File: config.mk
export PLATFORM = sky130hd
export DESIGN_NAME = icache_csr
export DESIGN_NICKNAME = d
export VERILOG_FILES = /design/src/hw/icache_pkg.sv /design/src/hw/icache_csr.sv
export SDC_FILE = /design/constraint.sdc
export NUM_CORES = 1
export LEC_CHECK = 0
export ABC_AREA = 1
export BUFFER_PORTS_ARGS = -buffer_cell sky130_fd_sc_hd__buf_2
export CAP_MARGIN = 5
export CORE_MARGIN = 3
export CORE_UTILIZATION = 50
export DETAILED_ROUTE_END_ITERATION = 12
export PLACE_DENSITY = 0.72
export SKIP_CTS_REPAIR_TIMING = 1
export SYNTH_ARGS = -nofsm -noshare
export SYNTH_HDL_FRONTEND = slang
export SYNTH_SLANG_ARGS = --single-unit
File: constraint.sdc
create_clock -name clk -period 2.94 [get_ports clk]
set_clock_uncertainty 0.2 [all_clocks]
set_input_delay 0.588 -clock clk [delete_from_list [all_inputs] [get_ports clk]]
set_output_delay 0.588 -clock clk [all_outputs]
set_load 0.02 [all_outputs]
File: src/hw/icache_pkg.sv
package icache_pkg;

  // address and data width
  localparam int XLEN = 32;

  // address split: tag | index | offset
  localparam int OFFSET_W = 6;
  localparam int INDEX_W = 7;
  localparam int TAG_W = XLEN - INDEX_W - OFFSET_W;

  // word select inside a 64 byte line
  localparam int WORD_SEL_W = 4;
  localparam int LINE_WORDS = 16;
  localparam int BURST_LAST = LINE_WORDS - 1;

  // flat word store, index and word select concatenated
  localparam int WORD_ADDR_W = INDEX_W + WORD_SEL_W;
  localparam int DATA_WORDS = 1 << WORD_ADDR_W;
  localparam int LINES = 1 << INDEX_W;

  // addi x0, x0, 0
  localparam logic [XLEN-1:0] NOP_INST = 32'h0000_0013;

  // default uncached window 0xA0000000 .. 0xAFFFFFFF
  localparam logic [XLEN-1:0] UNC_BASE_RST = 32'hA000_0000;
  localparam logic [XLEN-1:0] UNC_MASK_RST = 32'hF000_0000;

  localparam int CSR_ADDR_W = 5;

  // controller states
  typedef enum logic [2:0] {
    RESET,
    IDLE,
    LOOKUP,
    MISS,
    NEXT_REFILL,
    UNCACHED
  } icache_state_e;

  // apb register map
  typedef enum logic [CSR_ADDR_W-1:0] {
    CTRL     = 5'h00,
    UNC_BASE = 5'h04,
    UNC_MASK = 5'h08,
    HIT_CNT  = 5'h0C,
    MISS_CNT = 5'h10
  } csr_reg_e;

endpackage

File: src/hw/icache_csr.sv
`timescale 1ns/1ps

module icache_csr (
  input  logic                               clk,
  input  logic                               rst,
  // zero-wait apb slave
  input  logic                               psel_i,
  input  logic                               penable_i,
  input  logic                               pwrite_i,
  input  logic [icache_pkg::CSR_ADDR_W-1:0]  paddr_i,
  input  logic [icache_pkg::XLEN-1:0]        pwdata_i,
  output logic [icache_pkg::XLEN-1:0]        prdata_o,
  // events from the controller
  input  logic                               hit_pulse_i,
  input  logic                               miss_pulse_i,
  input  logic                               flush_ack_i,
  output logic                               flush_req_o,
  output logic [icache_pkg::XLEN-1:0]        unc_base_o,
  output logic [icache_pkg::XLEN-1:0]        unc_mask_o
);

  logic                        wr_acc;
  logic [icache_pkg::XLEN-1:0] hit_cnt_q;
  logic [icache_pkg::XLEN-1:0] miss_cnt_q;

  // write lands in the access phase
  assign wr_acc = psel_i && penable_i && pwrite_i;

  always_ff @(posedge clk) begin
    if (rst) begin
      unc_base_o  <= icache_pkg::UNC_BASE_RST;
      unc_mask_o  <= icache_pkg::UNC_MASK_RST;
      flush_req_o <= 1'b0;
      hit_cnt_q   <= '0;
      miss_cnt_q  <= '0;
    end else begin
      // pending flush clears once the controller takes it in idle
      if (flush_ack_i) begin
        flush_req_o <= 1'b0;
      end
      if (wr_acc) begin
        case (icache_pkg::csr_reg_e'(paddr_i))
          icache_pkg::CTRL: begin
            if (pwdata_i[0]) begin
              flush_req_o <= 1'b1;
            end
          end
          icache_pkg::UNC_BASE: unc_base_o <= pwdata_i;
          icache_pkg::UNC_MASK: unc_mask_o <= pwdata_i;
          default: ;
        endcase
      end
      // free running, wrap at 2^32
      hit_cnt_q  <= hit_cnt_q + {31'd0, hit_pulse_i};
      miss_cnt_q <= miss_cnt_q + {31'd0, miss_pulse_i};
    end
  end

  // read mux, ctrl reads back zero
  always_comb begin
    case (icache_pkg::csr_reg_e'(paddr_i))
      icache_pkg::UNC_BASE: prdata_o = unc_base_o;
      icache_pkg::UNC_MASK: prdata_o = unc_mask_o;
      icache_pkg::HIT_CNT:  prdata_o = hit_cnt_q;
      icache_pkg::MISS_CNT: prdata_o = miss_cnt_q;
      default:              prdata_o = '0;
    endcase
  end

endmodule

After elaboration in Yosys (flattened, before gate mapping) --
Cells that the tools add are included.
Word-level totals: register bits 129, input port bits 45, output and inout bits 97, logic and storage cells 21
Operators by class: add/subtract/negate cells 2, equality and inequality tests 4, multiplexer cells 5, reductions and logical operators 5
Operators with widths (count):
- 32-bit one-hot mux with 4 select lines | 1
- 32-bit by 1-bit adder with 32-bit output | 2
- 5-bit by 4-bit equality test with 1-bit output (second input constant) | 2
- 5-bit by 3-bit equality test with 1-bit output (second input constant) | 1
- 5-bit equality test (second input constant) | 1
- 5-bit zero test | 1
- 1-bit two-way mux | 4
- 2-bit AND reduction | 2
- 1-bit logical AND | 2

Longest topological paths before layout --
depth in word-level cells 4, gate-level depth with buffers 9, gate-level depth less buffers 9

Worst setup path after synthesis --
Ideal clock, no wire load.
path type input -> output, from input paddr_i[2] in the netlist's numbering, to output prdata_o[10] in the netlist's numbering, data arrival time 1574 ps, required time 2152 ps, path slack 578 ps, stages on the path 7, path buffers 2, path through buf_2 -> nor2_1 -> nand2_1 -> nor2_4 -> buf_1 -> nand2_1 -> nand4_1
On the way: cells in the longest elaborated chain, start to end 2, elaborated cells on any way between the ends 5, classes of those cells eq/ne: 4; mux: 1
RTL lines:
- start, declared | RTL line icache_csr.sv:10 | input logic [icache_pkg::CSR_ADDR_W-1:0] paddr_i,
- 5-bit equality test, or another cell as far along | RTL line icache_csr.sv:61 | case (icache_pkg::csr_reg_e'(paddr_i))
- 32-bit one-hot mux with 4 select lines * | RTL line icache_csr.sv:61
- end, declared | RTL line icache_csr.sv:12 | output logic [icache_pkg::XLEN-1:0] prdata_o,
Mark *: on every way between the ends. The rest lies on a longest branch, timed or not.

Final worst setup path --
from input paddr_i[1] in the netlist's numbering, to output prdata_o[21] in the netlist's numbering
The elaborated chain is that of the path after synthesis.

==> impl_metrics.ini <==
[drt]
antenna_left = 0
drt_iter0_drc = 886
drcViolationCount = 0
routed_wl_um = 21800
vias = 7155
viasPerCell = 5.55
firstDrtPassIters = 6
wire_per_inst_um = 16.9

[worst_setup_path]
critPathLaunchType = input port
cp_data_arrival_time_ps = 1860
critical_path_class = in -> out
rr_worst_depth = 9
cpPeakStageDelay_ps = 240
cp_cell_sequence = buf_2 > nor2_4 > nand2_1 > nor2_4 > buf_12 > nand2_1 > nand4_1 > buf_2
end_kind = primary output
cp_slowest_cell = nor2_4
cp.required_ps = 2150
cp_max_fo = 25

[floorplan]
boundaryPins = 142
start_util_pct = 52.4
row_count = 40
dieArea_mm2 = 0.0143
die_h_um = 120
die-width_um = 120
core-area_mm2 = 0.0123

[global_routing]
grt_usage_pct = 30.2
grt_pass1_wl_um = 34000
grt_pass1_vias = 6289
grt_max_degree = 107
antenna_found_initial = 1
grt_overflow = 0

[timing]
worstMarginPinSlew_ps = 657
setup_viol = 0
setup_tns_ps = 0
hold_violations = 0
min_period_ps = 2640
grt_setup_unrepaired = false
slew_viol_final = 0
post-route-period-util_pct = 89.9
max_freq_mhz = 378
slew_headroom_pct = 56.1

[cts]
cts.sinks = 129
cts_buffer_depth = 2
clk_pin_slew_ps = 60
cts_tree = built
cts_buffers = 17
h-tree-depth = 4
clock_tree.root_cell = clkbuf_16
clkLatencyLatePin_ps = 430

[final_layout]
fin_area_mm2 = 0.00797
final_cells = 1289
diodes = 0
final_net_count = 1157
drive_gt1_share_pct = 19.2
syn2layout_area_growth_pct = 23.5

[run]
drv_cap = 0

[synthesis]
synth_seq_cells = 129
synth.distinct_cells = 29
yosys_warnings = 0
ys_async_sr_fraction_pct = 0
synth_cells = 985
ys.flop_type = dfxtp_1
synth_edf_count = 0
netlist_area_mm2 = 0.00645
syn_nets = 1034
syn_area_per_cell_um2 = 6.55
seq_area_frac_synth_pct = 40.0

[placement]
gp_congestion = 1.01
place_inst = 1257
postPlaceCellArea_mm2 = 0.00729
hpwl_um = 16000
io_buffers = 141

[power]
power.density_mw_per_mm2 = 548
power_w = 0.00436
ir_drop_uv = 452
leakage_nw = 3.37

[run_status]
status = completed

[hold_path]
worstHoldPathType = in -> reg
min_path_cells = 3
-- synthesized netlist by cell type, drive strengths merged, types with 24 or more instances --
cell	number	share of area, %
nor2	263	16
nand2	225	13
dfxtp	129	40
nand4	96	9.3
o21ai	67	5.2
inv	45	2.6
a21oi	43	3.3
nand3	39	3.1
clkbuf	28	1.6
buf	24	2.2
-- final timing paths --
kind | startpoint | slack (ps) | to
min reg2reg | flush_req_o | 260 | flush_req_o
min | pwdata_i[28] | 180 | unc_mask_o[28]
max reg2reg | miss_cnt_q[0] | 860 | miss_cnt_q[24]
max | paddr_i[1] | 300 | prdata_o[21]
-- cell families after synthesis --
group / Yosys count / share of synthesized area [%]
AND/OR/NAND/NOR: 632 / 42.6
flip-flops: 129 / 40.0
AO/OA/AOI/OAI: 115 / 9.13
buffers and inverters: 98 / 6.53
XOR/XNOR: 7 / 0.950
adder cells (fa/ha/maj): 4 / 0.776
-- sequential cells by signal (all words and copies together), names as in the netlist --
signal	count
hit_cnt_q	32
flush_req_o	1
unc_base_o	32
unc_mask_o	32
miss_cnt_q	32
-- placed cells by master (no fill, tap or decap) --
master	instances
nor2_1	243
nand2_1	224
buf_2	141
dfxtp_1	129
nand4_1	96
a21oi_1	43
inv_1	40
nand3_1	38
o21ai_0	38
o21ai_1	29
clkbuf_16	17
nor2_2	16
buf_4	11
inv_2	5
bufinv_16	5
clkbuf_8	5
nor2_4	4
xor2_1	4
o21a_1	4
ha_1	4
buf_12	4
and2_1	3
xnor2_1	3
nor3_1	3
clkinv_2	2
and3_1	2
clkinv_4	2
clkbuf_1	2
nand3_2	1
o2111ai_1	1
nand2_2	1
or2_2	1
-- metal layers --
| metal | track usage, % | wire length, µm | up-vias |
|---|---|---|---|
| met5 | 0 | 13 | - |
| met4 | 10.0 | 502 | 2 |
| met1 | 41.2 | 9260 | 3206 |
| li1 | - | - | 3502 |
| met3 | 7.96 | 2150 | 58 |
| met2 | 46.6 | 9830 | 387 |
-- where the power goes --
part / total [W] / leakage, nW / internal [W] / switching, W
clock: 0.00240 / 0.331 / 0.00162 / 0.000779
combinational: 0.000198 / 2.00 / 0.0000663 / 0.000131
sequential: 0.00177 / 1.04 / 0.00176 / 0.0000110
total: 0.00436 / 3.37 / 0.00344 / 0.000921
-- stage by stage --
step | hold WS (ps) | util [%] | setup slack, ps
after floorplan | 264 | - | 578
after global placement | 254 | 59.2 | 344
after detailed placement | 259 | 59.2 | 341
after CTS | 170 | 64.7 | 322
after global routing | 175 | 64.7 | 177
final | 179 | 64.7 | 296
-- worst max-delay path, delay by kind of cell --
kind                   cells  cell delay (ps)
AND/OR/NAND/NOR            5              760
buffers and inverters      3              500
-- area by class of cell --
type                    instances  area (µm²)
clock buffers                  24         502
clock inverters                 8         173
fillers                      1146        4340
inverters                      46         174
multi-input cells             758        3460
flip-flops and latches        129        2580
well taps                     168         210
repair buffers                156         868
Power figures use the tool's default switching activity.
