`config.mk`:
```
export PLATFORM = sky130hd
export DESIGN_NAME = icache_ctrl
export DESIGN_NICKNAME = d
export VERILOG_FILES = /design/src/hw/icache_pkg.sv /design/src/hw/icache_ctrl.sv
export SDC_FILE = /design/constraint.sdc
export NUM_CORES = 1
export LEC_CHECK = 0
export ABC_AREA = 0
export CAP_MARGIN = 20
export CORE_AREA = 2 2 132 134
export CTS_BUF_LIST = sky130_fd_sc_hd__clkbuf_8 sky130_fd_sc_hd__clkbuf_16
export DETAILED_ROUTE_END_ITERATION = 7
export DIE_AREA = 0 0 134 136
export DONT_BUFFER_PORTS = 1
export PLACE_DENSITY_LB_ADDON = 0.3
export SLEW_MARGIN = 25
export SYNTH_ARGS = -nofsm -noshare
export SYNTH_HDL_FRONTEND = slang
export SYNTH_SLANG_ARGS = --single-unit
```
`constraint.sdc`:
```
create_clock -name clk -period 10.7 [get_ports clk]
set_input_delay 0.535 -clock clk [delete_from_list [all_inputs] [get_ports clk]]
set_output_delay 0.535 -clock clk [all_outputs]
set_load 0.1 [all_outputs]
```
`src/hw/icache_pkg.sv`:
```
package icache_pkg;

  // address and data width
  localparam int XLEN = 32;

  // address split: tag | index | offset
  localparam int OFFSET_W = 6;
  localparam int INDEX_W = 7;
  localparam int TAG_W = XLEN - INDEX_W - OFFSET_W;

  // word select inside a 64 byte line
  localparam int WORD_SEL_W = 4;
  localparam int LINE_WORDS = 16;
  localparam int BURST_LAST = LINE_WORDS - 1;

  // flat word store, index and word select concatenated
  localparam int WORD_ADDR_W = INDEX_W + WORD_SEL_W;
  localparam int DATA_WORDS = 1 << WORD_ADDR_W;
  localparam int LINES = 1 << INDEX_W;

  // addi x0, x0, 0
  localparam logic [XLEN-1:0] NOP_INST = 32'h0000_0013;

  // default uncached window 0xA0000000 .. 0xAFFFFFFF
  localparam logic [XLEN-1:0] UNC_BASE_RST = 32'hA000_0000;
  localparam logic [XLEN-1:0] UNC_MASK_RST = 32'hF000_0000;

  localparam int CSR_ADDR_W = 5;

  // controller states
  typedef enum logic [2:0] {
    RESET,
    IDLE,
    LOOKUP,
    MISS,
    NEXT_REFILL,
    UNCACHED
  } icache_state_e;

  // apb register map
  typedef enum logic [CSR_ADDR_W-1:0] {
    CTRL     = 5'h00,
    UNC_BASE = 5'h04,
    UNC_MASK = 5'h08,
    HIT_CNT  = 5'h0C,
    MISS_CNT = 5'h10
  } csr_reg_e;

endpackage

```
`src/hw/icache_ctrl.sv`:
```
`timescale 1ns/1ps

module icache_ctrl (
  input  logic                                 clk,
  input  logic                                 rst,
  // fetch side
  input  logic                                 fetch_valid_i,
  input  logic [icache_pkg::XLEN-1:0]          fetch_addr_i,
  output logic                                 fetch_rvalid_o,
  output logic [icache_pkg::XLEN-1:0]          fetch_rdata_o,
  // memory side
  output logic                                 mem_req_valid_o,
  output logic [icache_pkg::XLEN-1:0]          mem_addr_o,
  output logic [7:0]                           mem_len_o,
  input  logic                                 mem_rvalid_i,
  input  logic [icache_pkg::XLEN-1:0]          mem_rdata_i,
  // tag array
  output logic [icache_pkg::INDEX_W-1:0]       cur_index_o,
  output logic [icache_pkg::TAG_W-1:0]         cur_tag_o,
  output logic [icache_pkg::INDEX_W-1:0]       next_index_o,
  output logic [icache_pkg::TAG_W-1:0]         next_tag_o,
  input  logic                                 cur_hit_i,
  input  logic                                 next_hit_i,
  // data array
  output logic [icache_pkg::WORD_ADDR_W-1:0]   rd_word_addr_o,
  output logic                                 wr_en_o,
  output logic [icache_pkg::INDEX_W-1:0]       wr_index_o,
  output logic [icache_pkg::WORD_SEL_W-1:0]    wr_word_o,
  output logic [icache_pkg::TAG_W-1:0]         wr_tag_o,
  // aligner
  output logic [1:0]                           lookup_offset_o,
  input  logic [icache_pkg::XLEN-1:0]          inst_i,
  input  logic                                 cross_line_i,
  // configuration block
  input  logic [icache_pkg::XLEN-1:0]          unc_base_i,
  input  logic [icache_pkg::XLEN-1:0]          unc_mask_i,
  input  logic                                 flush_req_i,
  output logic                                 flush_o,
  output logic                                 hit_pulse_o,
  output logic                                 miss_pulse_o
);

  icache_pkg::icache_state_e            state_q;
  logic [icache_pkg::XLEN-1:0]          addr_q;
  logic [icache_pkg::WORD_SEL_W-1:0]    beat_q;
  logic                                 rvalid_q;
  logic                                 unc_sel_q;
  logic [icache_pkg::XLEN-1:0]          unc_word_q;

  logic [icache_pkg::WORD_SEL_W-1:0]    word_sel;
  logic [icache_pkg::TAG_W+icache_pkg::INDEX_W-1:0] next_line;
  logic                                 in_lookup;
  logic                                 in_refill;
  logic                                 accept;
  logic                                 uncached;
  logic                                 need_next;
  logic                                 take_miss;
  logic                                 take_next;

  // fields of the registered request
  assign cur_tag_o   = addr_q[icache_pkg::XLEN-1 -: icache_pkg::TAG_W];
  assign cur_index_o = addr_q[icache_pkg::OFFSET_W +: icache_pkg::INDEX_W];
  assign word_sel    = addr_q[2 +: icache_pkg::WORD_SEL_W];

  // line after the demand line, carries into the tag at the top index
  assign next_line    = {cur_tag_o, cur_index_o} + 1'b1;
  assign next_tag_o   = next_line[icache_pkg::INDEX_W +: icache_pkg::TAG_W];
  assign next_index_o = next_line[icache_pkg::INDEX_W-1:0];

  // aligner gets {last word of line, upper halfword of word}
  assign rd_word_addr_o  = {cur_index_o, word_sel};
  assign lookup_offset_o = {word_sel == icache_pkg::WORD_SEL_W'(icache_pkg::LINE_WORDS - 1),
                            addr_q[1]};

  assign in_lookup = (state_q == icache_pkg::LOOKUP);
  assign in_refill = (state_q == icache_pkg::MISS) || (state_q == icache_pkg::NEXT_REFILL);

  // flush has priority, and the returning request is not taken twice
  assign flush_o = (state_q == icache_pkg::IDLE) && flush_req_i;
  assign accept  = (state_q == icache_pkg::IDLE) && fetch_valid_i && !rvalid_q && !flush_req_i;

  // lookup decision
  assign uncached  = (addr_q & unc_mask_i) == unc_base_i;
  assign need_next = cross_line_i && !next_hit_i;
  assign take_miss = !uncached && !cur_hit_i;
  assign take_next = !uncached && cur_hit_i && need_next;

  assign hit_pulse_o  = in_lookup && !uncached && cur_hit_i && !need_next;
  assign miss_pulse_o = in_lookup && (take_miss || take_next);

  // refill write, one word per beat
  assign wr_en_o    = in_refill && mem_rvalid_i;
  assign wr_word_o  = beat_q;
  assign wr_index_o = (state_q == icache_pkg::NEXT_REFILL) ? next_index_o : cur_index_o;
  assign wr_tag_o   = (state_q == icache_pkg::NEXT_REFILL) ? next_tag_o : cur_tag_o;

  // cached data stays valid in the return cycle since addr_q is still held
  assign fetch_rvalid_o = rvalid_q;
  assign fetch_rdata_o  = unc_sel_q ? unc_word_q : inst_i;

  always_ff @(posedge clk) begin
    if (rst) begin
      state_q         <= icache_pkg::RESET;
      beat_q          <= '0;
      rvalid_q        <= 1'b0;
      unc_sel_q       <= 1'b0;
      mem_req_valid_o <= 1'b0;
      mem_len_o       <= '0;
    end else begin
      rvalid_q <= 1'b0;
      case (state_q)
        icache_pkg::RESET: state_q <= icache_pkg::IDLE;
        icache_pkg::IDLE: begin
          if (accept) begin
            state_q <= icache_pkg::LOOKUP;
          end
        end
        icache_pkg::LOOKUP: begin
          beat_q <= '0;
          if (uncached) begin
            // single word, no burst
            state_q         <= icache_pkg::UNCACHED;
            mem_req_valid_o <= 1'b1;
            mem_len_o       <= 8'd0;
          end else if (take_miss) begin
            state_q         <= icache_pkg::MISS;
            mem_req_valid_o <= 1'b1;
            mem_len_o       <= 8'(icache_pkg::BURST_LAST);
          end else if (take_next) begin
            // upper half of the instruction sits in the next line
            state_q         <= icache_pkg::NEXT_REFILL;
            mem_req_valid_o <= 1'b1;
            mem_len_o       <= 8'(icache_pkg::BURST_LAST);
          end else begin
            state_q   <= icache_pkg::IDLE;
            rvalid_q  <= 1'b1;
            unc_sel_q <= 1'b0;
          end
        end
        icache_pkg::MISS, icache_pkg::NEXT_REFILL: begin
          if (mem_rvalid_i) begin
            beat_q <= beat_q + 1'b1;
            // last beat, go back and repeat the lookup
            if (beat_q == icache_pkg::WORD_SEL_W'(icache_pkg::BURST_LAST)) begin
              mem_req_valid_o <= 1'b0;
              state_q         <= icache_pkg::IDLE;
            end
          end
        end
        icache_pkg::UNCACHED: begin
          if (mem_rvalid_i) begin
            mem_req_valid_o <= 1'b0;
            rvalid_q        <= 1'b1;
            unc_sel_q       <= 1'b1;
            state_q         <= icache_pkg::IDLE;
          end
        end
        default: state_q <= icache_pkg::IDLE;
      endcase
    end
  end

  // request address, memory address and uncached word
  always_ff @(posedge clk) begin
    if (accept) begin
      addr_q <= fetch_addr_i;
    end
    if (in_lookup) begin
      if (uncached) begin
        mem_addr_o <= {addr_q[icache_pkg::XLEN-1:2], 2'b00};
      end else if (take_miss) begin
        mem_addr_o <= {cur_tag_o, cur_index_o, {icache_pkg::OFFSET_W{1'b0}}};
      end else if (take_next) begin
        mem_addr_o <= {next_line, {icache_pkg::OFFSET_W{1'b0}}};
      end
    end
    if (state_q == icache_pkg::UNCACHED && mem_rvalid_i) begin
      unc_word_q <= mem_rdata_i;
    end
  end

endmodule

```
== Word-level counts from Yosys, hierarchy flattened ==
Index checks and enable logic that the tools add are counted.
Storage, ports and cells
  bits in registers: 112
  input bits: 168
  output and inout bits: 173
Cells by class
  add/subtract/negate cells: 2
  equality and inequality tests: 16
  multiplexer cells: 36
  bitwise operators: 1
  reductions and logical operators: 32
Operators by type and width (count)
  2-to-1 mux 32 bit: 4
  AND 32 bit: 1
  == test 32 bit: 1
  adder 26 x 1 -> 26 bit, second input constant: 1
  2-to-1 mux 8 bit: 3
  2-to-1 mux 3 bit: 7
  2-to-1 mux 19 bit: 1
  logical AND 1 bit: 14
  2-to-1 mux 1 bit: 14
  != test 2 bit, second input constant: 7
  one-hot mux 3 bit (4 select lines): 1
  AND reduction 5 bit: 2
  == test 4 bit, second input constant: 2
  one-hot mux 4 bit (2 select lines): 1
  2-to-1 mux 7 bit: 1
  == test 3 x 2 -> 1 bit, second input constant: 2
  == test 3 bit, second input constant: 2
  zero test 1 bit: 6
  nonzero test 3 bit: 2
  adder 4 x 1 -> 4 bit, second input constant: 1
  2-to-1 mux 4 bit: 1
  != test 4 x 1 -> 1 bit, second input constant: 1
  one-hot mux 1 bit (2 select lines): 2
  AND reduction 2 bit: 2
  6 further kinds: 8

== Depth between registers and ports, before layout ==
  depth after elaboration: 9
  depth in mapped cells: 9
  gate-level depth less buffers: 7

== Worst setup path before layout ==
Ideal clock, no wire load.
  path type: register -> register
  start point: register rvalid_q, in the netlist fetch_rvalid_o
  end point: register addr_q[0] (netlist bit) (enable)
  arrival: 4.616 ns
  required time: 10.187 ns
  setup slack: 5.571 ns
  cell stages (with the launch flop): 3
  path buffers: 0
  clock period less this slack: 5.129 ns
  cell sequence: dfxtp_1 or3b_2 nor4b_1
On the way
  longest elaborated chain between the ends: 3
RTL lines
  from (decl): line icache_ctrl.sv:46  | logic rvalid_q;
  from (signal assigned): line icache_ctrl.sv:105  | rvalid_q <= 1'b0;
  from (signal assigned): line icache_ctrl.sv:110  | rvalid_q <= 1'b0;
  from (signal assigned): line icache_ctrl.sv:136  | rvalid_q <= 1'b1;
  zero test 1 bit: line icache_ctrl.sv:80  | assign accept = (state_q == icache_pkg::IDLE) && fetch_valid_i && !rvalid_q && !flush_req_i;
  logical AND 1 bit (2 in series): line icache_ctrl.sv:80
  net accept: line icache_ctrl.sv:54  | logic accept;
  to (signal assigned): line icache_ctrl.sv:166  | addr_q <= fetch_addr_i;
  to (decl): line icache_ctrl.sv:44  | logic [icache_pkg::XLEN-1:0] addr_q;
The timed path passes the listed nets, and every way through them passes these cells.
A chain may end at the register's enable or synchronous reset.

== Worst setup path in the final report ==
  start point: register addr_q[7] (netlist bit)
  end point: output wr_tag_o[17] (netlist bit)
On the way
  longest elaborated chain between the ends: 2
RTL lines
  adder 26 x 1 -> 26 bit: line icache_ctrl.sv:66  | assign next_line = {cur_tag_o, cur_index_o} + 1'b1;
  2-to-1 mux 19 bit: line icache_ctrl.sv:95  | assign wr_tag_o = (state_q == icache_pkg::NEXT_REFILL) ? next_tag_o : cur_tag_o;
  to (decl): line icache_ctrl.sv:29  | output logic [icache_pkg::TAG_W-1:0] wr_tag_o,
No other way between the ends.

==> impl_metrics.json <==
{
  "status": "finished clean",
  "max_slew_margin_pct": 26.42,
  "core_area_mm2": 0.01688,
  "htreeDepth": 3,
  "netlist-cell-type-count": 57,
  "grt_usage_pct": 20.32,
  "wl_met2_um": 10390,
  "power_switching_w": 0.0003643,
  "firstDrtPassIters": 5,
  "die_h_um": 136,
  "drt-initial-drc-count": 295,
  "clock_path_buffers": 2,
  "start_kind": "flop",
  "synth-edff-count": 94,
  "grt_pass1_vias": 4402,
  "numCtsBuffers": 9,
  "hold_buffers": 0,
  "end_kind": "output port",
  "start_util_pct": 37.57,
  "ys_warn_count": 0,
  "clkSinkCount": 105,
  "gr-total-overflow": 0,
  "ant_nets": 0,
  "wl_met1_um": 6187,
  "rows": 48,
  "synthArstFlopShare_pct": 0,
  "hold_viol": 0,
  "whs_ps": 242.6,
  "worst_path_largest_cell_delay_ps": 610,
  "vias": 4390,
  "clkPwrFrac_pct": 30.9,
  "dp_hpwl_um": 15270,
  "fin_crit_ps": 4349,
  "floorplan.die_area_mm2": 0.01822,
  "clk_pin_slew_ps": 80,
  "wl_per_cell_um": 23.78,
  "ctsRootBufferMaster": "clkbuf_16",
  "yosysMostFrequentCell": "edfxtp_1",
  "postCtsResizedCells": 0,
  "hold_class": "primary input to flop",
  "syn_inst": 574,
  "finalSetupTns_ps": 0,
  "p_sw_share_pct": 35.72,
  "crit_fanout": 10,
  "cp_num_buf_inv": 1,
  "drt_wl_total_um": 19190,
  "viasPerCell": 5.440,
  "setup.worst_path.class": "flop to output port",
  "synth_area_mm2": 0.006341,
  "cap_violations": 0,
  "path_cells": "buf_4 > ha_1 > nand3_1 > nor4_4 > and2_0 > nand2_1 > nor2_1 > xor2_4",
  "cp_data_required_time_ps": 10170,
  "ios": 341,
  "seq_area_frac_synth_pct": 47.99,
  "nets": 745,
  "area_growth_pct": 20.24,
  "setup_viol": 0,
  "fin_skew_ps": 11.22,
  "post-cts-setup-buffers": 0,
  "drive_above_1_share_pct": 36.03,
  "grt_pass1_wl_um": 27070,
  "gp_congestion": 0.8287,
  "power_leakage_nw": 2.907,
  "yosys-top-cells-count": "edfxtp_1 (94), xnor2_1 (51), buf_4 (48)",
  "slew_viol_final": 0,
  "instances_no_fill": 807,
  "port-buffer-count": 0,
  "regToRegSetupSlack_ps": 6820,
  "slowest_stage": "xor2_4",
  "clock.fmax_mhz": 229.9,
  "remaining_drc_errors": 0,
  "synth_seq_cells": 105,
  "clk_latency_ps": 350,
  "avgSynthCellArea_um2": 11.05,
  "die_width_um": 134,
  "placedCellCount": 788,
  "pwr-share-comb_pct": 20.9,
  "fin_ws_ps": 6351,
  "power_frac_seq_pct": 48.2,
  "cp_top_family": "simple AND/OR/NAND/NOR gates",
  "rsz0062_at_grt": "no",
  "p_per_area_mw_per_mm2": 133.8,
  "p_int_w": 0.0006556,
  "post-place-ws_ps": 6658,
  "worst_pin_slew_ps": 1102,
  "worstPathArrival_ps": 3810,
  "synth.area.top_cells": "edfxtp_1 (45%), xnor2_1 (7.0%), buf_4 (5.7%)",
  "grt_max_degree": 37,
  "yosys.area.top_type": "edfxtp_1",
  "synth_top_area_share_pct": 44.51,
  "dr_wl_met3_um": 2032,
  "peakVddDrop_mv": 0.06802,
  "post-route-period-util_pct": 40.65,
  "top_layer": "met4",
  "cts_tree": "built",
  "final_util_pct": 45.18,
  "antenna_found_initial": 1,
  "synthFlopType": "edfxtp_1"
}
==> cells in the final DEF (no fill, tap or decap), types with 2 or more instances in the layout <==
cell	instances
a21o_1	9
o21ai_0	5
buf_4	67
nand2b_1	2
ha_1	2
o22a_1	8
nand3b_1	2
xor2_4	13
nor2_1	30
and4_1	3
nor2b_1	2
buf_16	7
nand3_1	21
mux2_2	32
clkbuf_16	10
a21boi_0	8
and2_1	5
and3_1	27
a221oi_1	2
a211oi_2	3
inv_1	11
a211oi_1	5
inv_8	2
a21oi_1	23
dfxtp_1	9
nand2_1	38
clkinvlp_4	4
nand3_2	14
or3_1	2
diode_2	2
and3b_1	8
xnor2_2	26
conb_1	6
nand4_2	7
edfxtp_1	94
xnor2_1	25
nand4_1	8
a31oi_1	3
xor2_2	10
==> layout make-up <==
| class | count | area, um2 |
|---|---|---|
| flip-flops and latches | 105 | 3048 |
| inverters | 11 | 41.29 |
| diodes | 2 | 5.005 |
| repair buffers | 76 | 732.0 |
| clock buffers | 9 | 225.2 |
| well taps | 225 | 281.5 |
| clock inverters | 7 | 56.30 |
| multi-input cells | 372 | 3236 |
| fillers | 1551 | 9251 |
==> metal layers <==
layer	track usage (%)	vias to the layer above
met5	0	-
met4	8.806	0
met1	19.80	2113
met3	7.793	25
met2	38.15	273
li1	-	1979
==> power by group through the flow <==
stage | sequential [W] | combinational [W] | clock (W)
global route | 0.000492 | 0.000219 | 0.000343
global placement | 0.000506 | 0.000201 | 0
detailed placement | 0.000501 | 0.000212 | 0
finish | 0.000491 | 0.000213 | 0.000316
CTS | 0.000491 | 0.000213 | 0.000331
floorplan | 0.000490 | 0.000197 | 0
==> worst paths after layout <==
path	end	cells past startpoint	start
hold / removal	wr_word_o[0]	1	rst
setup reg to reg	mem_addr_o[26]	7	addr_q[2]
hold reg to reg	unc_sel_q	2	unc_sel_q
setup / recovery	wr_tag_o[17]	8	addr_q[7]
==> registers in the layout, summed over array words and instances (netlist names) <==
| register | cells |
|---|---|
| addr_q | 32 |
| fetch_rvalid_o | 1 |
| mem_addr_o | 30 |
| mem_len_o | 1 |
| mem_req_valid_o | 1 |
| state_q | 3 |
| unc_sel_q | 1 |
| unc_word_q | 32 |
| wr_word_o | 4 |
==> logic make-up after synthesis <==
logic type,count (synthesis),share of synthesized area (%)
AO/OA/AOI/OAI,76,8.524
XOR/XNOR,74,10.22
adder cells (fa/ha/maj),2,0.3946
buffers and inverters,102,9.886
flip-flops,105,47.99
multiplexers,33,5.860
other,1,0.05914
AND/OR/NAND/NOR,181,17.07
==> metrics by stage <==
step	total power [W]	area (um2)
floorplan	0.0006869	6360
CTS	0.001035	7591
detailed placement	0.0007131	7310
global route	0.001055	7625
global placement	0.0007073	7092
finish	0.001020	7625
Power figures use the tool's default switching activity.
