`config.mk`:
```
export PLATFORM = sky130hd
export DESIGN_NAME = icache_align
export DESIGN_NICKNAME = d
export VERILOG_FILES = /design/src/hw/icache_pkg.sv /design/src/hw/icache_align.sv
export SDC_FILE = /design/constraint.sdc
export NUM_CORES = 1
export LEC_CHECK = 0
export BUFFER_PORTS_ARGS = -buffer_cell sky130_fd_sc_hd__clkbuf_2
export CORE_MARGIN = 3
export CORE_UTILIZATION = 30
export DETAILED_ROUTE_END_ITERATION = 8
export PLACE_DENSITY = 0.9
export SYNTH_ARGS = -nofsm -noshare
export SYNTH_HDL_FRONTEND = slang
export SYNTH_SLANG_ARGS = --single-unit
```
`constraint.sdc`:
```
create_clock -name vclk -period 2.47
set_input_delay 0.1235 -clock vclk [all_inputs]
set_output_delay 0.1235 -clock vclk [all_outputs]
set_load 0.1 [all_outputs]
```
`src/hw/icache_pkg.sv`:
```
package icache_pkg;

  // address and data width
  localparam int XLEN = 32;

  // address split: tag | index | offset
  localparam int OFFSET_W = 6;
  localparam int INDEX_W = 7;
  localparam int TAG_W = XLEN - INDEX_W - OFFSET_W;

  // word select inside a 64 byte line
  localparam int WORD_SEL_W = 4;
  localparam int LINE_WORDS = 16;
  localparam int BURST_LAST = LINE_WORDS - 1;

  // flat word store, index and word select concatenated
  localparam int WORD_ADDR_W = INDEX_W + WORD_SEL_W;
  localparam int DATA_WORDS = 1 << WORD_ADDR_W;
  localparam int LINES = 1 << INDEX_W;

  // addi x0, x0, 0
  localparam logic [XLEN-1:0] NOP_INST = 32'h0000_0013;

  // default uncached window 0xA0000000 .. 0xAFFFFFFF
  localparam logic [XLEN-1:0] UNC_BASE_RST = 32'hA000_0000;
  localparam logic [XLEN-1:0] UNC_MASK_RST = 32'hF000_0000;

  localparam int CSR_ADDR_W = 5;

  // controller states
  typedef enum logic [2:0] {
    RESET,
    IDLE,
    LOOKUP,
    MISS,
    NEXT_REFILL,
    UNCACHED
  } icache_state_e;

  // apb register map
  typedef enum logic [CSR_ADDR_W-1:0] {
    CTRL     = 5'h00,
    UNC_BASE = 5'h04,
    UNC_MASK = 5'h08,
    HIT_CNT  = 5'h0C,
    MISS_CNT = 5'h10
  } csr_reg_e;

endpackage

```
`src/hw/icache_align.sv`:
```
`timescale 1ns/1ps

module icache_align (
  // bit 1 marks the last word of the line, bit 0 the upper halfword
  input  logic [1:0]                   offset_i,
  input  logic [icache_pkg::XLEN-1:0]  word_i,
  input  logic [icache_pkg::XLEN-1:0]  next_word_i,
  output logic [icache_pkg::XLEN-1:0]  inst_o,
  output logic                         cross_line_o
);

  logic [15:0]                 cur_half;
  logic [15:0]                 upper_half;
  logic                        is_32;
  logic [icache_pkg::XLEN-1:0] raw;

  // halfword the fetch points at
  assign cur_half = offset_i[0] ? word_i[31:16] : word_i[15:0];

  // following halfword, from the next word when starting in the upper half
  assign upper_half = offset_i[0] ? next_word_i[15:0] : word_i[31:16];

  // rvc: low bits 11 mean a full 32-bit encoding
  assign is_32 = (cur_half[1:0] == 2'b11);

  // compressed form is zero-extended
  assign raw = is_32 ? {upper_half, cur_half} : {16'h0000, cur_half};

  // all-zero word is an illegal encoding, hand out a nop instead
  assign inst_o = (raw == '0) ? icache_pkg::NOP_INST : raw;

  // starts at byte 62, upper half lives in the next line
  assign cross_line_o = is_32 && offset_i[0] && offset_i[1];

endmodule

```
==> After elaboration in Yosys (flattened, before gate mapping) <==
Cells that the tools add are included.
{ "totals": {"in_bits": 66, "out_inout_bits": 33, "ram_bits": 0, "wordCells": 8, "ff_bits": 0, "memories": 0, "mem_bits_ro": 0, "latchBits": 0} }
{ "classes": {"n_addsub": 0, "n_shift": 0, "reduce_logical": 3, "bitwise": 0, "magnitude_cmp": 0, "multipliers": 0, "n_eq_ne": 1, "div_mod_pow": 0, "n_mux": 4} }
{ "op_table": {"columns": ["operator", "count"], "rows": [
  ["32-bit 2-to-1 mux", 2],
  ["32-bit logical NOT", 1],
  ["16-bit 2-to-1 mux", 2],
  ["2-bit equality test (second input constant)", 1],
  ["1-bit logical AND", 2]
]} }

==> Logic depth before layout (Yosys ltp) <==
Gate-level depths: netlist (run 1).
{ "depth": {"ltp_word": 5, "ltp_mapped": 5, "mapped_depth_nobuf": 4} }

==> Least setup slack after synthesis (run 1) <==
OpenSTA, ideal clock, no wires.
{ "synth_path": {"path_kind": "input port to output port", "startpoint": "input offset_i[0]", "endpoint": "output inst_o[20] (netlist bit)", "arrival_ns": 1.906, "n_path_buf": 2, "slack_ns": 0.441, "cell_stages": 4, "t_required_ns": 2.346, "path_cell_list": "buf_6 -> a32oi_1 -> buf_2 -> nor2_1"} }
{ "synth_between": {"elab_chain_cells": 5, "elab_cells_between_ends": 6, "classes_between": "1 x eq/ne; 4 x mux; 1 x reduce/logical"} }
{ "synth_rtl": {"columns": ["item", "line", "text"], "rows": [
  ["start: declaration", "icache_align.sv:5", "input logic [1:0] offset_i,"],
  ["16-bit 2-to-1 mux", "icache_align.sv:18", "assign cur_half = offset_i[0] ? word_i[31:16] : word_i[15:0];"],
  ["2-bit equality test", "icache_align.sv:24", "assign is_32 = (cur_half[1:0] == 2'b11);"],
  ["32-bit 2-to-1 mux *", "icache_align.sv:27", "assign raw = is_32 ? {upper_half, cur_half} : {16'h0000, cur_half};"],
  ["32-bit logical NOT", "icache_align.sv:30", "assign inst_o = (raw == '0) ? icache_pkg::NOP_INST : raw;"],
  ["32-bit 2-to-1 mux *", "icache_align.sv:30", null],
  ["end: declaration", "icache_align.sv:8", "output logic [icache_pkg::XLEN-1:0] inst_o,"]
]} }
Every way passes the cells marked *; elsewhere a longest branch is shown, timed or not.

==> Worst setup path in the final report (run 1) <==
{ "layout_path": {"startpoint": "input offset_i[0]", "endpoint": "output inst_o[0] (netlist bit)"} }
Same word-level chain as after synthesis.

==> results of run 1 <==
-- cell families after synthesis --
| kind of cell | count (synthesis) | share of synthesized area |
|---|---|---|
| mux | 31 | 0.610 |
| simple gates | 29 | 0.274 |
| compound gates | 5 | 0.0594 |
| buf+inv | 5 | 0.0571 |
-- worst max-delay path, cell delays in order --
cell and delay [ns]:
sky130_fd_sc_hd__clkbuf_2 0.41, sky130_fd_sc_hd__mux2_2 0.42, sky130_fd_sc_hd__nor4_2 0.28, sky130_fd_sc_hd__nand4_1 0.22
sky130_fd_sc_hd__nand2_1 0.18, sky130_fd_sc_hd__buf_12 0.19
-- metal layers --
layer  track usage  up-vias  part of all wire
met4        0.0284        0             0.013
met5             0        -                 0
met2         0.382       53              0.53
li1              -      436                 -
met3        0.0399        4             0.097
met1         0.201      395              0.36
-- worst max path at each step --
| stage | startpoint | endpoint | slack [ns] | cells past startpoint |
|---|---|---|---|---|
| floorplan | offset_i[0] | inst_o[20] | 0.44 | 4 |
| global placement | offset_i[0] | inst_o[0] | 0.58 | 6 |
| CTS | offset_i[0] | inst_o[0] | 0.51 | 6 |
| detailed placement | offset_i[0] | inst_o[0] | 0.52 | 6 |
| global route | offset_i[0] | inst_o[0] | 0.37 | 6 |
| finish | offset_i[0] | inst_o[0] | 0.52 | 6 |
-- layout by cell type (no fill, tap or decap) --
| cell | Yosys | final |
|---|---|---|
| sky130_fd_sc_hd__a21o_1 | 1 | 1 |
| sky130_fd_sc_hd__a21oi_1 | 1 | 1 |
| sky130_fd_sc_hd__a32oi_1 | 1 | 1 |
| sky130_fd_sc_hd__and4_1 | 1 | 1 |
| sky130_fd_sc_hd__buf_12 | 0 | 19 |
| sky130_fd_sc_hd__buf_4 | 0 | 4 |
| sky130_fd_sc_hd__clkbuf_2 | 0 | 64 |
| sky130_fd_sc_hd__mux2_2 | 11 | 11 |
| sky130_fd_sc_hd__mux2_4 | 2 | 2 |
| sky130_fd_sc_hd__mux2i_1 | 18 | 18 |
| sky130_fd_sc_hd__nand2_1 | 3 | 3 |
| sky130_fd_sc_hd__nand4_1 | 1 | 1 |
| sky130_fd_sc_hd__nor2_1 | 16 | 16 |
| sky130_fd_sc_hd__nor2b_1 | 1 | 1 |
| sky130_fd_sc_hd__nor4_1 | 2 | 2 |
| sky130_fd_sc_hd__nor4_2 | 1 | 1 |
| sky130_fd_sc_hd__o21ai_1 | 1 | 1 |
| sky130_fd_sc_hd__o22ai_1 | 1 | 1 |
| sky130_fd_sc_hd__or4_1 | 3 | 3 |
| sky130_fd_sc_hd__or4b_1 | 1 | 1 |
-- where the power goes --
part | leakage, nW | switching [mW] | internal, mW
sequential | 0 | 0 | 0
combinational | 0.678 | 0.339 | 0.147
clock | 0 | 0 | 0
-- cell type report --
type / count / area (µm²)
Multi-Input combinational cell: 65 / 517
Tap cell: 24 / 30.0
Fill cell: 118 / 334
Timing Repair Buffer: 87 / 731
==> impl_metrics.env, run 1 <==
export IMPL_post_synth_most_frequent_cells="18 x sky130_fd_sc_hd__mux2i_1, 16 x sky130_fd_sc_hd__nor2_1, 11 x sky130_fd_sc_hd__mux2_2"
export IMPL_finalHoldViolCount=0
export IMPL_maxCapViolCount=0
export IMPL_grt_antenna_before_repair=0
export IMPL_grt_setup_unrepaired="false"
export IMPL_hold_path_endpoint="inst_o[4]"
export IMPL_synth_area_um2=548
export IMPL_final_core_utilization=0.793
export IMPL_routed_via_count=888
export IMPL_hold_start="word_i[4]"
export IMPL_post_cts_resized_instances=0
export IMPL_initial_utilization=0.340
export IMPL_avgSynthCellArea_um2=7.83
export IMPL_chipHeight_um=48.7
export IMPL_drt_vias_per_instance=5.05
export IMPL_synth_nets=136
export IMPL_n_sequential_cell=0
export IMPL_wl_per_cell_um=13.7
export IMPL_hold_buffers=0
export IMPL_yosysUniqueCellTypes=19
export IMPL_dp_worst_setup_slack_ns=0.523
export IMPL_synth_sequential_area_ratio=0
export IMPL_clock_buffer_count=0
export IMPL_ant_nets=0
export IMPL_sum_of_internal_switching_and_leakage_power_mw=0.486
export IMPL_layout_nets=220
export IMPL_grt_remaining_overflow=0
export IMPL_grt_total_usage=0.190
export IMPL_die_area_mm2=0.00238
export IMPL_yosysWarningCount=0
export IMPL_fin_ws_ns=0.518
export IMPL_slew_limit_headroom=0.635
export IMPL_n_antenna_cell=0
export IMPL_register_area_um2=0
export IMPL_count_of_pins_on_the_block_boundary=99
export IMPL_power_density_mw_per_mm2=381
export IMPL_dr_drc_count=0
export IMPL_wirelength_um=2410
export IMPL_whs_path_depth=4
export IMPL_buffer_ports_inserted=83
export IMPL_timing_hold_worst_class="input pin to output port"
export IMPL_via_count_of_the_first_global_routing_pass=906
export IMPL_syn_to_final_growth_pct=133
export IMPL_status="complete, no violations"
export IMPL_required_ns=2.35
export IMPL_syn_inst=70
export IMPL_worstPathArrival_ns=1.83
export IMPL_final_period_utilization=0.790
export IMPL_dp_final_hpwl_um=2110
export IMPL_place_congestion=0.808
export IMPL_grt_start_max_net_pins=23
export IMPL_maximum_vdd_ir_drop_v=0.000271
export IMPL_final_max_slew_violation_count=0
export IMPL_postCtsSetupBuffers=0
export IMPL_drt_pre_antenna_iters=2
export IMPL_achievable_frequency_mhz=512
export IMPL_post_place_cells=176
export IMPL_timing_critical_path_to_type="output port"
export IMPL_grt_pass1_wl_um=3830
export IMPL_die_w_um=48.7
export IMPL_dpl_instance_area_mm2=0.00128
export IMPL_finalSetupViolCount=0
export IMPL_critPathLaunchType="input pin"
export IMPL_detail_route_iter0_violations=4
export IMPL_cp_max_fo=22
export IMPL_drive_above_1_share=0.664
export IMPL_leakage_nw=0.678
export IMPL_synth_most_common_cell="sky130_fd_sc_hd__mux2i_1"
export IMPL_design_area_mm2=0.00128
export IMPL_path_class="input pin to output port"
export IMPL_synth_top_cells_by_area="sky130_fd_sc_hd__mux2i_1 33%, sky130_fd_sc_hd__mux2_2 23%, sky130_fd_sc_hd__nor2_1 11%"
export IMPL_placementRows=14
export IMPL_synth_top_cell_area_share=0.329
export IMPL_netlist_top_cell_by_area="sky130_fd_sc_hd__mux2i_1"
export IMPL_area_of_the_core_mm2=0.00161
export IMPL_transition_time_of_the_tightest_slew_check_pin_ns=0.550
export IMPL_finalNonFillerCells=176
export IMPL_worst_hold_slack_ns=0.690
export IMPL_tns_ns=0
export IMPL_layout_min_cycle_time_ns=1.95
Power figures use the tool's default switching activity.
==> inputs of run 2 (changes only) <==
- CORE_UTILIZATION: 30 -> 25
- PLACE_DENSITY: 0.9 -> 0.8
- clock period: 2.47 -> 1.6 ns (I/O delays scaled with it)
==> impl_metrics.env, run 2 (synthesis gave the netlist of run 1 again) <==
export IMPL_achievable_frequency_mhz=625
export IMPL_n_sequential_cell=0
export IMPL_critPathTopFamily="simple AND/OR/NAND/NOR gates"
export IMPL_critPathLaunchType="input pin"
export IMPL_register_area_um2=0
export IMPL_grt_setup_unrepaired="true"
export IMPL_depth_of_the_critical_timing_path_with_buffers_and_inverters_included=7
export IMPL_count_of_pins_on_the_block_boundary=99
export IMPL_crit_path_end="inst_o[0]"
export IMPL_transition_time_of_the_tightest_slew_check_pin_ns=0.348
export IMPL_initial_utilization=0.271
export IMPL_worstPathArrival_ns=1.52
export IMPL_die_area_mm2=0.00279
export IMPL_tns_ns=0
export IMPL_worst_path_max_delay_cell="sky130_fd_sc_hd__mux2_4"
export IMPL_hold_buffers=0
export IMPL_status="complete, no violations"
export IMPL_power_density_mw_per_mm2=554
export IMPL_slew_limit_headroom=0.766
export IMPL_layout_min_cycle_time_ns=1.60
export IMPL_maxCapViolCount=0
export IMPL_detail_route_iter0_violations=7
export IMPL_delay_of_the_slowest_critical_path_stage_ns=0.32
export IMPL_grt_total_usage=0.179
export IMPL_post_place_cells=184
export IMPL_finalSetupViolCount=0
export IMPL_finalHoldViolCount=0
export IMPL_grt_busiest_layer="met2"
export IMPL_grt_antenna_before_repair=0
export IMPL_final_period_utilization=1.00
export IMPL_grt_start_max_net_pins=17
export IMPL_syn_to_final_growth_pct=191
export IMPL_grt_pass1_wl_um=3860
export IMPL_place_congestion=0.696
export IMPL_n_antenna_cell=0
export IMPL_layout_nets=227
export IMPL_layout_commonest_cell="sky130_fd_sc_hd__clkbuf_2"
export IMPL_grt_use_met2=0.397
export IMPL_dp_final_hpwl_um=2320
export IMPL_drt_vias_per_instance=4.90
export IMPL_drive_above_1_share=0.704
export IMPL_leakage_nw=0.800
export IMPL_via_count_of_the_first_global_routing_pass=873
export IMPL_gr_usage_met3=0.0171
export IMPL_final_max_slew_violation_count=0
export IMPL_maximum_vdd_ir_drop_v=0.000333
export IMPL_grt_use_met1=0.182
export IMPL_commonest_cells_after_routing_fill_and_taps_aside="49 x sky130_fd_sc_hd__clkbuf_2, 34 x sky130_fd_sc_hd__buf_12, 18 x sky130_fd_sc_hd__mux2i_1"
export IMPL_final_core_utilization=0.790
export IMPL_required_ns=1.52
export IMPL_cell_breakdown_of_the_critical_path="buf_8, buf_6, mux2_4, nor4_4, nand4_1, nand2_2, buf_12"
export IMPL_finalNonFillerCells=186
export IMPL_die_w_um=52.8
export IMPL_area_of_the_core_mm2=0.00202
export IMPL_path_class="input pin to output port"
export IMPL_timing_hold_worst_class="input pin to output port"
export IMPL_routed_via_count=911
export IMPL_drt_pre_antenna_iters=4
export IMPL_dr_drc_count=0
export IMPL_cp_max_fo=3
export IMPL_clock_buffer_count=0
export IMPL_placementRows=16
export IMPL_worst_hold_slack_ns=0.582
export IMPL_grt_remaining_overflow=0
export IMPL_crit_start="offset_i[0]"
export IMPL_wl_per_cell_um=14.5
export IMPL_crit_buf_inv=3
export IMPL_wirelength_um=2700
export IMPL_ant_nets=0
export IMPL_chipHeight_um=52.8
export IMPL_buffer_ports_inserted=83
export IMPL_timing_critical_path_to_type="output port"
## run 2: cell count changes in the layout (fill, tap and decap cells not counted), sizes merged
| cell | delta |
|---|---|
| clkbuf | -15 |
| buf | +22 |
## run 2: worst min-delay path by stage
stage	from	end	cells past startpoint
global route	word_i[15]	inst_o[15]	3
finish	word_i[15]	inst_o[15]	3
floorplan	word_i[31]	inst_o[15]	1
CTS	word_i[14]	inst_o[14]	3
detailed placement	word_i[15]	inst_o[15]	3
global placement	word_i[15]	inst_o[15]	3
## run 2: through the flow
step                      setup WS [ns]  power (mW)  area (µm²)
final                          0.000112       0.885        1600
after detailed placement        -0.0350       0.871        1540
after global routing            -0.0442       0.913        1600
after global placement          -0.0260       0.857        1540
after CTS                      -0.00990       0.887        1590
after floorplan                  -0.342       0.513         548
## run 2: power by group
| part | leakage (nW) | total, mW | internal (mW) | switching [mW] |
|---|---|---|---|---|
| Combinational | 0.800 | 0.885 | 0.335 | 0.550 |
| Sequential | 0 | 0 | 0 | 0 |
| Clock | 0 | 0 | 0 | 0 |
## run 2: final cells by class
type	instances	area [µm²]
fill	140	425
multi-input combinational	65	543
tap	27	33.8
timing repair buffer	94	1020
## run 2: timing repair
| item | CTS | global route |
|---|---|---|
| pin swaps | 3 | 5 |
| setup endpoints to repair | 3 | 3 |
| buffers inserted | 2 | 0 |
| gates resized for setup | 6 | 3 |
## run 2: metal layers
layer	part of all wire	routed length [µm]
met5	0	0
met4	0	0
met3	0.070	188
met2	0.60	1620
met1	0.33	889
==> inputs of run 3 (changes only) <==
- ABC_CLOCK_PERIOD_IN_PS: not set -> 1400
- MAX_ROUTING_LAYER: not set -> met4
- clock period: 1.6 -> 1.4 ns (I/O delays scaled with it)
==> impl_metrics.env, run 3 (synthesis gave the netlist of run 1 again) <==
export IMPL_dp_final_hpwl_um=2770
export IMPL_delay_of_the_slowest_critical_path_stage_ns=0.51
export IMPL_cell_breakdown_of_the_critical_path="buf_6, or4b_1, o22ai_1, nand4_1, buf_6, nand2_4, buf_12"
export IMPL_maxCapViolCount=0
export IMPL_layout_nets=237
export IMPL_worst_path_max_delay_cell="sky130_fd_sc_hd__or4b_1"
export IMPL_n_antenna_cell=0
export IMPL_die_w_um=52.8
export IMPL_slew_limit_headroom=0.762
export IMPL_grt_setup_unrepaired="true"
export IMPL_via_count_of_the_first_global_routing_pass=1060
export IMPL_drt_vias_per_instance=5.08
export IMPL_power_density_mw_per_mm2=614
export IMPL_critPathTopFamily="simple AND/OR/NAND/NOR gates"
export IMPL_achievable_frequency_mhz=693
export IMPL_hold_start="word_i[11]"
export IMPL_chipHeight_um=52.8
export IMPL_count_of_pins_on_the_block_boundary=99
export IMPL_hold_path_endpoint="inst_o[11]"
export IMPL_critPathLaunchType="input pin"
export IMPL_grt_antenna_before_repair=0
export IMPL_placementRows=16
export IMPL_routed_via_count=995
export IMPL_initial_utilization=0.271
export IMPL_finalSetupViolCount=3
export IMPL_drive_above_1_share=0.828
export IMPL_worst_hold_slack_ns=0.570
export IMPL_timing_hold_worst_class="input pin to output port"
export IMPL_grt_remaining_overflow=0
export IMPL_transition_time_of_the_tightest_slew_check_pin_ns=0.353
export IMPL_worstPathArrival_ns=1.37
export IMPL_n_sequential_cell=0
export IMPL_drt_pre_antenna_iters=4
export IMPL_syn_to_final_growth_pct=226
export IMPL_grt_start_max_net_pins=22
export IMPL_place_congestion=0.822
export IMPL_leakage_nw=0.869
export IMPL_path_class="input pin to output port"
export IMPL_detail_route_iter0_violations=6
export IMPL_commonest_cells_after_routing_fill_and_taps_aside="48 x sky130_fd_sc_hd__clkbuf_2, 34 x sky130_fd_sc_hd__buf_12, 18 x sky130_fd_sc_hd__mux2i_1"
export IMPL_final_period_utilization=1.03
export IMPL_dp_worst_setup_slack_ns=-0.283
export IMPL_fin_ws_ns=-0.0434
export IMPL_crit_top_cell="sky130_fd_sc_hd__buf_6"
export IMPL_area_of_the_core_mm2=0.00202
export IMPL_finalHoldViolCount=0
export IMPL_status="finished with violations"
export IMPL_finalNonFillerCells=196
export IMPL_tns_ns=-0.116
export IMPL_register_area_um2=0
export IMPL_final_max_slew_violation_count=0
export IMPL_grt_pass1_wl_um=5040
export IMPL_whs_path_depth=3
export IMPL_required_ns=1.33
export IMPL_violations="setup timing"
export IMPL_wl_per_cell_um=17.7
export IMPL_maximum_vdd_ir_drop_v=0.000468
export IMPL_dr_drc_count=0
export IMPL_ant_nets=0
export IMPL_grt_total_usage=0.246
export IMPL_cp_max_fo=3
export IMPL_dpl_instance_area_mm2=0.00171
export IMPL_buffer_ports_inserted=83
export IMPL_layout_min_cycle_time_ns=1.44
export IMPL_wirelength_um=3480
export IMPL_clock_buffer_count=0
export IMPL_crit_buf_inv=3
export IMPL_timing_critical_path_to_type="output port"
export IMPL_layout_commonest_cell="sky130_fd_sc_hd__clkbuf_2"
export IMPL_die_area_mm2=0.00279
export IMPL_post_place_cells=194
export IMPL_design_area_mm2=0.00179
## run 3: cell type report
type / count / area [µm²]
repair buffers: 104 / 1120
fillers: 97 / 236
multi-input cells: 65 / 629
well taps: 27 / 33.8
## run 3: how the worst max path moves through the flow
stage           startpoint    endpoint  slack [ns]  cells past startpoint
2_1_floorplan  offset_i[0]   inst_o[0]       -0.26                      5
3_3_place_gp   offset_i[0]  inst_o[26]       -0.16                      7
3_5_place_dp   offset_i[0]  inst_o[26]       -0.28                      7
4_1_cts         word_i[23]   inst_o[0]       -0.03                      7
5_1_grt         word_i[23]   inst_o[0]       -0.08                      7
6_report        word_i[23]   inst_o[4]       -0.04                      7
## run 3: layer usage
metal  part of all wire  GRT usage  up-vias
met3              0.059     0.0228        4
met2               0.57      0.488       50
li1                   -          -      466
met4             0.0083     0.0511        0
met5                  0          -        -
met1               0.36      0.258      475
## run 3: report_power, final
part	total, mW	internal (mW)	switching, mW
Combinational	1.10	0.424	0.672
Sequential	0	0	0
Clock	0	0	0
Total	1.10	0.424	0.672
## run 3: what timing repair did
item                                    CTS  global route
endpoints found under the setup margin   19            12
hold buffers                              0             0
resized for setup                         8             3
pin swaps                                 1             1
buffers inserted                          1             1
## run 3: through the flow
step / util / power [mW]
2_1_floorplan: - / 0.626
3_3_place_gp: 0.848 / 1.04
3_5_place_dp: 0.848 / 1.07
4_1_cts: 0.873 / 1.08
5_1_grt: 0.883 / 1.13
6_report: 0.883 / 1.10
